<file path="config.mk">
export PLATFORM = sky130hd
export DESIGN_NAME = muldiv_top
export DESIGN_NICKNAME = d
export VERILOG_FILES = /design/src/hdl/muldiv_pkg.sv /design/src/hdl/operand_pkg.sv /design/src/hdl/fast_path.sv /design/src/hdl/mul_pipe.sv /design/src/hdl/div_serial.sv /design/src/hdl/muldiv_ctrl.sv /design/src/hdl/muldiv_top.sv
export VERILOG_INCLUDE_DIRS = /design/src /design/src/hdl
export SDC_FILE = /design/constraint.sdc
export NUM_CORES = 2
export LEC_CHECK = 0
export BUFFER_PORTS_ARGS = -buffer_cell sky130_fd_sc_hd__buf_2
export CAP_MARGIN = 20
export CORE_ASPECT_RATIO = 0.8
export CORE_UTILIZATION = 55
export CTS_BUF_LIST = sky130_fd_sc_hd__clkbuf_2 sky130_fd_sc_hd__clkbuf_4 sky130_fd_sc_hd__clkbuf_8
export CTS_CLUSTER_SIZE = 10
export DETAILED_ROUTE_END_ITERATION = 16
export PLACE_DENSITY_LB_ADDON = 0.12
export SYNTH_ARGS = -nofsm -noshare
export SYNTH_HDL_FRONTEND = slang
export SYNTH_HIERARCHICAL = 1
export SYNTH_SLANG_ARGS = --single-unit
export TNS_END_PERCENT = 20
</file>
<file path="constraint.sdc">
create_clock -name clk -period 5.93 [get_ports clk]
set_input_delay 0.593 -clock clk [delete_from_list [all_inputs] [get_ports clk]]
set_output_delay 0.593 -clock clk [all_outputs]
set_load 0.05 [all_outputs]
</file>
<file path="src/hdl/muldiv_config.svh">
`ifndef MULDIV_CONFIG_SVH
`define MULDIV_CONFIG_SVH

// Operand and result width
`define MULDIV_XLEN 32

// One quotient bit per iteration
`define MULDIV_DIV_STEPS `MULDIV_XLEN

// Multiplier splits each operand into two halves of this width
`define MULDIV_HALF 16

`endif

</file>
<file path="src/hdl/muldiv_pkg.sv">
`include "muldiv_config.svh"

package muldiv_pkg;

    // Supported operations
    typedef enum logic [1:0] {
        OP_MUL = 2'd0,
        OP_DIV = 2'd1,
        OP_REM = 2'd2
    } muldiv_op_t;

    // One request, sampled while start is high
    typedef struct packed {
        muldiv_op_t               op;
        logic [`MULDIV_XLEN-1:0]  a;
        logic [`MULDIV_XLEN-1:0]  b;
    } muldiv_req_t;

endpackage

</file>
<file path="src/hdl/operand_pkg.sv">
package operand_pkg;

    // Operand values with a known short-cut result
    typedef enum logic [1:0] {
        CLS_OTHER     = 2'd0,
        CLS_ZERO      = 2'd1,
        CLS_ONE       = 2'd2,
        CLS_MINUS_ONE = 2'd3
    } operand_class_t;

    // Class of both operands of one request
    typedef struct packed {
        operand_class_t a_class;
        operand_class_t b_class;
    } operand_status_t;

endpackage

</file>
<file path="src/hdl/fast_path.sv">
`include "muldiv_config.svh"

module fast_path
    import muldiv_pkg::*;
    import operand_pkg::*;
(
    input  muldiv_req_t              req,
    output logic                     fast,
    output logic [`MULDIV_XLEN-1:0]  fast_result
);

    operand_status_t          status;
    logic [`MULDIV_XLEN-1:0]  neg_a;
    logic [`MULDIV_XLEN-1:0]  neg_b;

    function automatic operand_class_t classify(input logic [`MULDIV_XLEN-1:0] v);
        if (v == '0)
            return CLS_ZERO;
        else if (v == `MULDIV_XLEN'd1)
            return CLS_ONE;
        else if (v == '1)
            return CLS_MINUS_ONE;
        else
            return CLS_OTHER;
    endfunction

    assign status.a_class = classify(req.a);
    assign status.b_class = classify(req.b);

    // Two's complement negation, wraps for the most negative value
    assign neg_a = -req.a;
    assign neg_b = -req.b;

    // Rules in priority order, A = 0 first
    always_comb begin
        fast = 1'b1;
        fast_result = '0;
        if (status.a_class == CLS_ZERO) begin
            fast_result = '0;
        end else if (status.b_class == CLS_ZERO) begin
            // Divide by zero gives all ones, remainder keeps A
            case (req.op)
                OP_DIV:  fast_result = '1;
                OP_REM:  fast_result = req.a;
                default: fast_result = '0;
            endcase
        end else if (status.b_class == CLS_ONE) begin
            fast_result = (req.op == OP_REM) ? '0 : req.a;
        end else if (status.b_class == CLS_MINUS_ONE) begin
            fast_result = (req.op == OP_REM) ? '0 : neg_a;
        end else if (status.a_class == CLS_ONE) begin
            // |B| > 1 here, so 1 / B truncates to 0
            case (req.op)
                OP_DIV:  fast_result = '0;
                OP_REM:  fast_result = `MULDIV_XLEN'd1;
                default: fast_result = req.b;
            endcase
        end else if (status.a_class == CLS_MINUS_ONE) begin
            case (req.op)
                OP_DIV:  fast_result = '0;
                OP_REM:  fast_result = '1;
                default: fast_result = neg_b;
            endcase
        end else begin
            // Needs the datapath
            fast = 1'b0;
        end
    end

endmodule

</file>
<file path="src/hdl/mul_pipe.sv">
`include "muldiv_config.svh"

module mul_pipe (
    input  logic                     clk,
    input  logic                     reset,
    input  logic [`MULDIV_XLEN-1:0]  mul_a,
    input  logic [`MULDIV_XLEN-1:0]  mul_b,
    output logic [`MULDIV_XLEN-1:0]  product
);

    localparam int HALF = `MULDIV_HALF;

    logic [HALF-1:0]          cross_lh;
    logic [HALF-1:0]          cross_hl;
    logic [`MULDIV_XLEN-1:0]  lo_lo;
    logic [HALF-1:0]          lo_hi;
    logic [HALF-1:0]          hi_lo;

    // Cross products only reach the upper half of the low word
    assign cross_lh = mul_a[HALF-1:0] * mul_b[`MULDIV_XLEN-1:HALF];
    assign cross_hl = mul_a[`MULDIV_XLEN-1:HALF] * mul_b[HALF-1:0];

    always_ff @(posedge clk or negedge reset) begin
        if (!reset) begin
            lo_lo <= '0;
            lo_hi <= '0;
            hi_lo <= '0;
            product <= '0;
        end else begin
            // Stage one registers the partial products
            lo_lo <= mul_a[HALF-1:0] * mul_b[HALF-1:0];
            lo_hi <= cross_lh;
            hi_lo <= cross_hl;
            // Stage two adds the cross terms shifted up
            product <= lo_lo + {lo_hi + hi_lo, {HALF{1'b0}}};
        end
    end

endmodule

</file>
<file path="src/hdl/div_serial.sv">
`include "muldiv_config.svh"

module div_serial (
    input  logic                     clk,
    input  logic                     reset,
    input  logic                     div_start,
    input  logic [`MULDIV_XLEN-1:0]  div_a,
    input  logic [`MULDIV_XLEN-1:0]  div_b,
    output logic                     div_ready,
    output logic [`MULDIV_XLEN-1:0]  quotient,
    output logic [`MULDIV_XLEN-1:0]  remainder
);

    localparam int CNT_W = $clog2(`MULDIV_DIV_STEPS + 1);

    logic                     busy;
    logic [CNT_W-1:0]         count;
    logic                     step;
    logic [`MULDIV_XLEN-1:0]  quo;
    logic [`MULDIV_XLEN-1:0]  rem;
    logic [`MULDIV_XLEN-1:0]  divisor;
    logic                     q_neg;
    logic                     r_neg;
    logic [`MULDIV_XLEN:0]    shifted;
    logic [`MULDIV_XLEN:0]    diff;

    // Next dividend bit shifts from quo into the partial remainder
    assign shifted = {rem, quo[`MULDIV_XLEN-1]};
    // Top bit set means the trial subtraction borrowed
    assign diff = shifted - {1'b0, divisor};

    assign step = busy && (count != '0);
    assign div_ready = busy && (count == '0);

    always_ff @(posedge clk or negedge reset) begin
        if (!reset) begin
            busy <= 1'b0;
            count <= '0;
        end else if (div_start) begin
            busy <= 1'b1;
            count <= CNT_W'(`MULDIV_DIV_STEPS);
        end else if (div_ready) begin
            busy <= 1'b0;
        end else if (step) begin
            count <= count - 1'b1;
        end
    end

    always_ff @(posedge clk) begin
        if (div_start) begin
            // Work on magnitudes, signs fixed at the end
            quo <= div_a[`MULDIV_XLEN-1] ? -div_a : div_a;
            rem <= '0;
            divisor <= div_b[`MULDIV_XLEN-1] ? -div_b : div_b;
            q_neg <= div_a[`MULDIV_XLEN-1] ^ div_b[`MULDIV_XLEN-1];
            r_neg <= div_a[`MULDIV_XLEN-1];
        end else if (step) begin
            if (!diff[`MULDIV_XLEN]) begin
                rem <= diff[`MULDIV_XLEN-1:0];
                quo <= {quo[`MULDIV_XLEN-2:0], 1'b1};
            end else begin
                // Restore, keep the shifted remainder
                rem <= shifted[`MULDIV_XLEN-1:0];
                quo <= {quo[`MULDIV_XLEN-2:0], 1'b0};
            end
        end
    end

    // Truncation toward zero, remainder takes the sign of A
    assign quotient = q_neg ? -quo : quo;
    assign remainder = r_neg ? -rem : rem;

endmodule

</file>
<file path="src/hdl/muldiv_ctrl.sv">
`include "muldiv_config.svh"

module muldiv_ctrl
    import muldiv_pkg::*;
(
    input  logic                     clk,
    input  logic                     reset,
    input  logic                     start,
    input  muldiv_req_t              req,
    input  logic                     fast,
    input  logic [`MULDIV_XLEN-1:0]  fast_result,
    input  logic [`MULDIV_XLEN-1:0]  product,
    input  logic                     div_ready,
    input  logic [`MULDIV_XLEN-1:0]  quotient,
    input  logic [`MULDIV_XLEN-1:0]  remainder,
    output logic [`MULDIV_XLEN-1:0]  mul_a,
    output logic [`MULDIV_XLEN-1:0]  mul_b,
    output logic                     div_start,
    output logic [`MULDIV_XLEN-1:0]  div_a,
    output logic [`MULDIV_XLEN-1:0]  div_b,
    output logic                     done,
    output logic [`MULDIV_XLEN-1:0]  result
);

    typedef enum logic [2:0] {IDLE, MUL1, MUL2, MUL_OUT, DIV_WAIT, DIV_OUT} state_t;

    state_t                   state;
    state_t                   next_state;
    muldiv_op_t               op_q;
    logic [`MULDIV_XLEN-1:0]  a_q;
    logic [`MULDIV_XLEN-1:0]  b_q;
    logic [`MULDIV_XLEN-1:0]  quo_q;
    logic [`MULDIV_XLEN-1:0]  rem_q;
    logic                     is_div;
    logic                     slow_start;

    // Unknown op codes run as MUL, same as in fast_path
    assign is_div = (req.op == OP_DIV) || (req.op == OP_REM);
    assign slow_start = (state == IDLE) && start && !fast;

    always_comb begin
        next_state = state;
        case (state)
            IDLE:     if (slow_start) next_state = is_div ? DIV_WAIT : MUL1;
            MUL1:     next_state = MUL2;
            MUL2:     next_state = MUL_OUT;
            DIV_WAIT: if (div_ready) next_state = DIV_OUT;
            default:  next_state = IDLE;
        endcase
    end

    // div_start is high in the first DIV_WAIT cycle only
    always_ff @(posedge clk or negedge reset) begin
        if (!reset) begin
            state <= IDLE;
            div_start <= 1'b0;
        end else begin
            state <= next_state;
            div_start <= slow_start && is_div;
        end
    end

    // Operands held for the whole slow operation
    always_ff @(posedge clk) begin
        if (slow_start) begin
            op_q <= req.op;
            a_q <= req.a;
            b_q <= req.b;
        end
        if ((state == DIV_WAIT) && div_ready) begin
            quo_q <= quotient;
            rem_q <= remainder;
        end
    end

    assign mul_a = a_q;
    assign mul_b = b_q;
    assign div_a = a_q;
    assign div_b = b_q;

    // Fast result finishes in the start cycle
    assign done = ((state == IDLE) && start && fast) || (state == MUL_OUT) || (state == DIV_OUT);

    always_comb begin
        case (state)
            IDLE:    result = fast_result;
            MUL_OUT: result = product;
            DIV_OUT: result = (op_q == OP_REM) ? rem_q : quo_q;
            default: result = '0;
        endcase
    end

endmodule

</file>
<file path="src/hdl/muldiv_top.sv">
`include "muldiv_config.svh"

module muldiv_top
    import muldiv_pkg::*;
(
    input  logic                     clk,
    input  logic                     reset,
    input  logic                     start,
    input  muldiv_req_t              req,
    output logic                     done,
    output logic [`MULDIV_XLEN-1:0]  result
);

    logic                     fast;
    logic [`MULDIV_XLEN-1:0]  fast_result;
    logic [`MULDIV_XLEN-1:0]  product;
    logic [`MULDIV_XLEN-1:0]  mul_a;
    logic [`MULDIV_XLEN-1:0]  mul_b;
    logic                     div_start;
    logic [`MULDIV_XLEN-1:0]  div_a;
    logic [`MULDIV_XLEN-1:0]  div_b;
    logic                     div_ready;
    logic [`MULDIV_XLEN-1:0]  quotient;
    logic [`MULDIV_XLEN-1:0]  remainder;

    // Short-cut results for 0, 1 and -1 operands
    fast_path u_fast_path (.req(req), .fast(fast), .fast_result(fast_result));

    muldiv_ctrl u_ctrl (
        .clk(clk), .reset(reset), .start(start), .req(req),
        .fast(fast), .fast_result(fast_result), .product(product),
        .div_ready(div_ready), .quotient(quotient), .remainder(remainder),
        .mul_a(mul_a), .mul_b(mul_b), .div_start(div_start),
        .div_a(div_a), .div_b(div_b), .done(done), .result(result)
    );

    mul_pipe u_mul (.clk(clk), .reset(reset), .mul_a(mul_a), .mul_b(mul_b), .product(product));

    div_serial u_div (
        .clk(clk), .reset(reset), .div_start(div_start), .div_a(div_a), .div_b(div_b),
        .div_ready(div_ready), .quotient(quotient), .remainder(remainder)
    );

endmodule

</file>
==> flow_summary.yaml <==
final_layout:
  seqCellArea_um2: 9210
  nNetsFinal: 4851
  multi_input_area_um2: 24700
  drive_above_1_share_pct: 11.4
  fill_cells: 5772
  fin_cells: 5060
  area_growth_pct: 9.35
global_route:
  grt_pass1_wl_mm: 177
  overflow: 0
  antenna_found_initial: 6
  grt_max_degree: 83
  first_global_vias: 29128
  grt_use_total_pct: 34.4
setup_path:
  path_cells: "buf_4, buf_4, nand2_1, fa_1, fa_2, inv_1, ha_1, fa_1, fa_1, inv_1, fa_1, inv_1, ha_1, nor4_1, o21ai_1, buf_4, o211ai_2, a211oi_2, o41ai_2, buf_4, a21oi_2, a21o_1, a311oi_2"
  start_kind: "flip-flop"
  critPathBufInv: 7
  cp-startpoint: "u_ctrl/div_a[8]"
  slowest_stage: "fa_2"
  cp_max_fo: 7
  end_kind: "flip-flop"
  crit_cells: 23
  cp_top_family: "adder cells"
  crit_end: "u_mul/lo_lo[31]"
  worstPathArrival_ns: 6.50
  worstReg2RegStart: "u_ctrl/div_a[8]"
  timing.rr.end: "u_mul/lo_lo[31]"
  rrSetupSlack_ns: 0.007
  critical_path_class: "reg -> reg"
  critPathMaxStageDelay_ns: 0.59
  worstPathRequired_ns: 6.51
  rr_worst_depth: 23
clocking:
  cts_root_buf: "clkbuf_8"
  h-tree-depth: 2
  cts_buffers: 58
  cts_tree: "built"
  cts.sinks: 335
  clock_path_buffers: 3
  clkTransAtPathRegs_ns: 0.06
  clk_latency_ns: 0.72
sta:
  grt_setup_unrepaired: "true"
  max_freq_mhz: 169
  period_minus_slack_ns: 5.92
  period_share_pct: 99.9
  hold_viol_final: 0
  slew_headroom_pct: 28.7
  fin_skew_ns: 0.0500
  maxSlewViolCount: 0
  worst_pin_slew_ns: 1.06
  setup_viol: 0
placement:
  gp_congestion: 1.01
  port_buffers: 101
  dpl.hpwl_mm: 90.2
  dpl.cell_count: 4920
die:
  initial_utilization_pct: 56.0
  coreArea_um2: 66100
  rows: 84
  fp.dieH_um: 234
  die_area_um2: 68400
  ioPinCount: 102
  die_x_um: 292
drt:
  drtAntennaViolNets: 0
  drc: 0
  num_vias: 30400
  drt-total-wl_mm: 117
  avgViaCountPerCell: 6.01
  firstDrtPassIters: 6
  drtIter0Drc: 3691
  wl_per_cell_um: 23.1
synth:
  synth_ff_type: "edfxtp_1"
  syn_nets: 4763
  synth-async-reset-ratio_pct: 31.9
  yosysSeqAreaShare_pct: 24.9
  yosysWarnings: 6
  synth_edf_count: 196
  synthCells: 4060
  synthesis.area_um2: 37000
  avgSynthCellArea_um2: 9.12
  synth.distinct_cells: 89
  ys_seq_elements: 335
flow_run:
  cap_violations: 0
min_path:
  hold_class: "in -> reg"
outcome:
  outcome: "complete, no violations"
-- synthesized netlist by cell type, types with 7 or more instances --
library cell | count | area share (%)
o211ai_1 | 11 | 0.22
and3_1 | 24 | 0.41
a311oi_1 | 21 | 0.50
edfxtp_1 | 196 | 16
fa_1 | 357 | 19
dfrtp_1 | 107 | 7.2
a21oi_1 | 205 | 2.8
nor4_1 | 31 | 0.52
o221ai_1 | 7 | 0.17
nand2_1 | 476 | 4.8
xnor2_1 | 211 | 5.0
and2_1 | 226 | 3.8
o21ai_1 | 10 | 0.14
a211oi_1 | 19 | 0.39
or4_1 | 23 | 0.47
o32ai_1 | 12 | 0.28
o21a_1 | 19 | 0.39
nor2_1 | 152 | 1.5
or3_1 | 33 | 0.56
a21o_1 | 40 | 0.81
nand4_1 | 35 | 0.59
nand2b_1 | 28 | 0.47
nand3b_1 | 9 | 0.18
inv_1 | 541 | 5.5
o21bai_1 | 11 | 0.22
a22oi_1 | 36 | 0.73
buf_2 | 22 | 0.30
a31oi_1 | 22 | 0.37
o21ai_0 | 148 | 2.0
nor3b_1 | 11 | 0.22
xor2_1 | 89 | 2.1
a221oi_1 | 14 | 0.33
dfxtp_1 | 32 | 1.7
clkbuf_1 | 156 | 1.6
ha_1 | 277 | 9.4
o41ai_1 | 19 | 0.45
o31ai_1 | 44 | 0.89
nand3_1 | 40 | 0.54
or2_2 | 8 | 0.14
nor2b_1 | 16 | 0.27
o22ai_1 | 40 | 0.68
mux2i_1 | 40 | 1.1
nor3_1 | 70 | 0.95
buf_4 | 71 | 1.4
-- metal layers --
| layer | vias to the layer above | part of all wire, % | GRT usage, % | routed length (um) |
|---|---|---|---|---|
| met3 | 250 | 11 | 8.39 | 13000 |
| met2 | 1585 | 40 | 48.3 | 46800 |
| met4 | 6 | 4.6 | 14.5 | 5370 |
| met5 | - | 0.030 | 0 | 35 |
| li1 | 13729 | - | - | - |
| met1 | 14830 | 44 | 50.4 | 51700 |
-- metrics by stage --
step | hold slack [ns] | instance area (um^2) | setup TNS (ns) | setup WS [ns] | util [%]
after floorplan | 0.297 | 37200 | -0.0192 | -0.0192 | -
after global placement | 0.332 | 38700 | 0 | 0.0340 | 58.6
after detailed placement | 0.336 | 38700 | -0.0689 | -0.0449 | 58.6
after CTS | 0.109 | 40200 | 0 | 0.00215 | 60.8
after global routing | 0.133 | 40500 | -0.619 | -0.199 | 61.2
final | 0.153 | 40500 | 0 | 0.00725 | 61.3
-- state kept, by name (all words and copies together), names as in the netlist, 16 cells and up --
name / cells
u_mul/product: 32
u_div/rem: 32
u_div/divisor: 32
u_ctrl/quo_q: 32
u_ctrl/div_a: 32
u_mul/lo_lo: 32
u_ctrl/rem_q: 32
u_mul/lo_hi: 16
u_div/quo: 32
u_mul/hi_lo: 16
u_ctrl/div_b: 32
-- how the worst min path moves through the flow --
stage / start / cells after the start / to
after global routing: req[65] / 1 / u_ctrl/op_q[1]
after global placement: u_mul/lo_lo[2] / 0 / u_mul/product[2]
after detailed placement: u_mul/lo_lo[13] / 0 / u_mul/product[13]
final: req[65] / 1 / u_ctrl/op_q[1]
after floorplan: reset / 0 / u_ctrl/div_start
after CTS: req[65] / 1 / u_ctrl/op_q[1]
-- kinds of logic after synthesis --
kind of cell / count (synthesis) / share of synthesized area (%)
and+or+nand+nor: 1212 / 16.4
buffers and inverters: 805 / 9.10
AOI/OAI and AO/OA: 734 / 12.8
adders and majority gates: 634 / 28.7
DFF: 335 / 24.9
xor gates and xnor gates: 300 / 7.10
muxes: 40 / 1.08
-- repair_timing --
| item | 4_1_cts | 5_1_grt |
|---|---|---|
| setup endpoints to repair | 2 | 11 |
| gates resized for setup | 1 | 38 |
| endpoints found under the hold margin | 54 | 0 |
| setup buffers | 4 | 23 |
| gates cloned | 0 | 0 |
| pin swaps | 2 | 19 |
| hold buffers | 1 | 0 |
-- cells in the final DEF, fill, tap and decap left out, types with 15 or more instances in the layout --
master / n
dfrtp_1: 106
xnor2_1: 210
and2_1: 221
fa_1: 350
and3_1: 23
o22ai_1: 40
a22oi_1: 36
a311oi_1: 20
nand4_1: 35
a21o_1: 40
buf_2: 100
o21ai_0: 146
nor4_1: 30
inv_1: 540
buf_4: 169
clkbuf_8: 60
clkbuf_4: 29
ha_1: 268
a21oi_1: 204
nand2b_1: 28
edfxtp_1: 196
nor3_1: 70
o31ai_1: 43
nand3_1: 40
o41ai_1: 18
or3_1: 33
mux2i_1: 40
nand2_1: 474
dfxtp_1: 32
a211oi_1: 17
or4_1: 23
nor2_1: 152
xor2_1: 88
o21a_1: 19
buf_6: 17
nor2b_1: 15
a31oi_1: 20
-- area by class of cell --
type,instances,share of cell area [%]
multi-input cells,2920,61.0
flip-flops and latches,335,22.7
repair buffers,292,5.11
inverters,541,5.01
well taps,860,2.66
clock buffers,89,2.58
clock inverters,21,0.856
diodes,2,0.0124
Power is left out: the tool's default activity adds up to more than one toggle a clock period on the data nets, which glitch-free logic cannot reach.
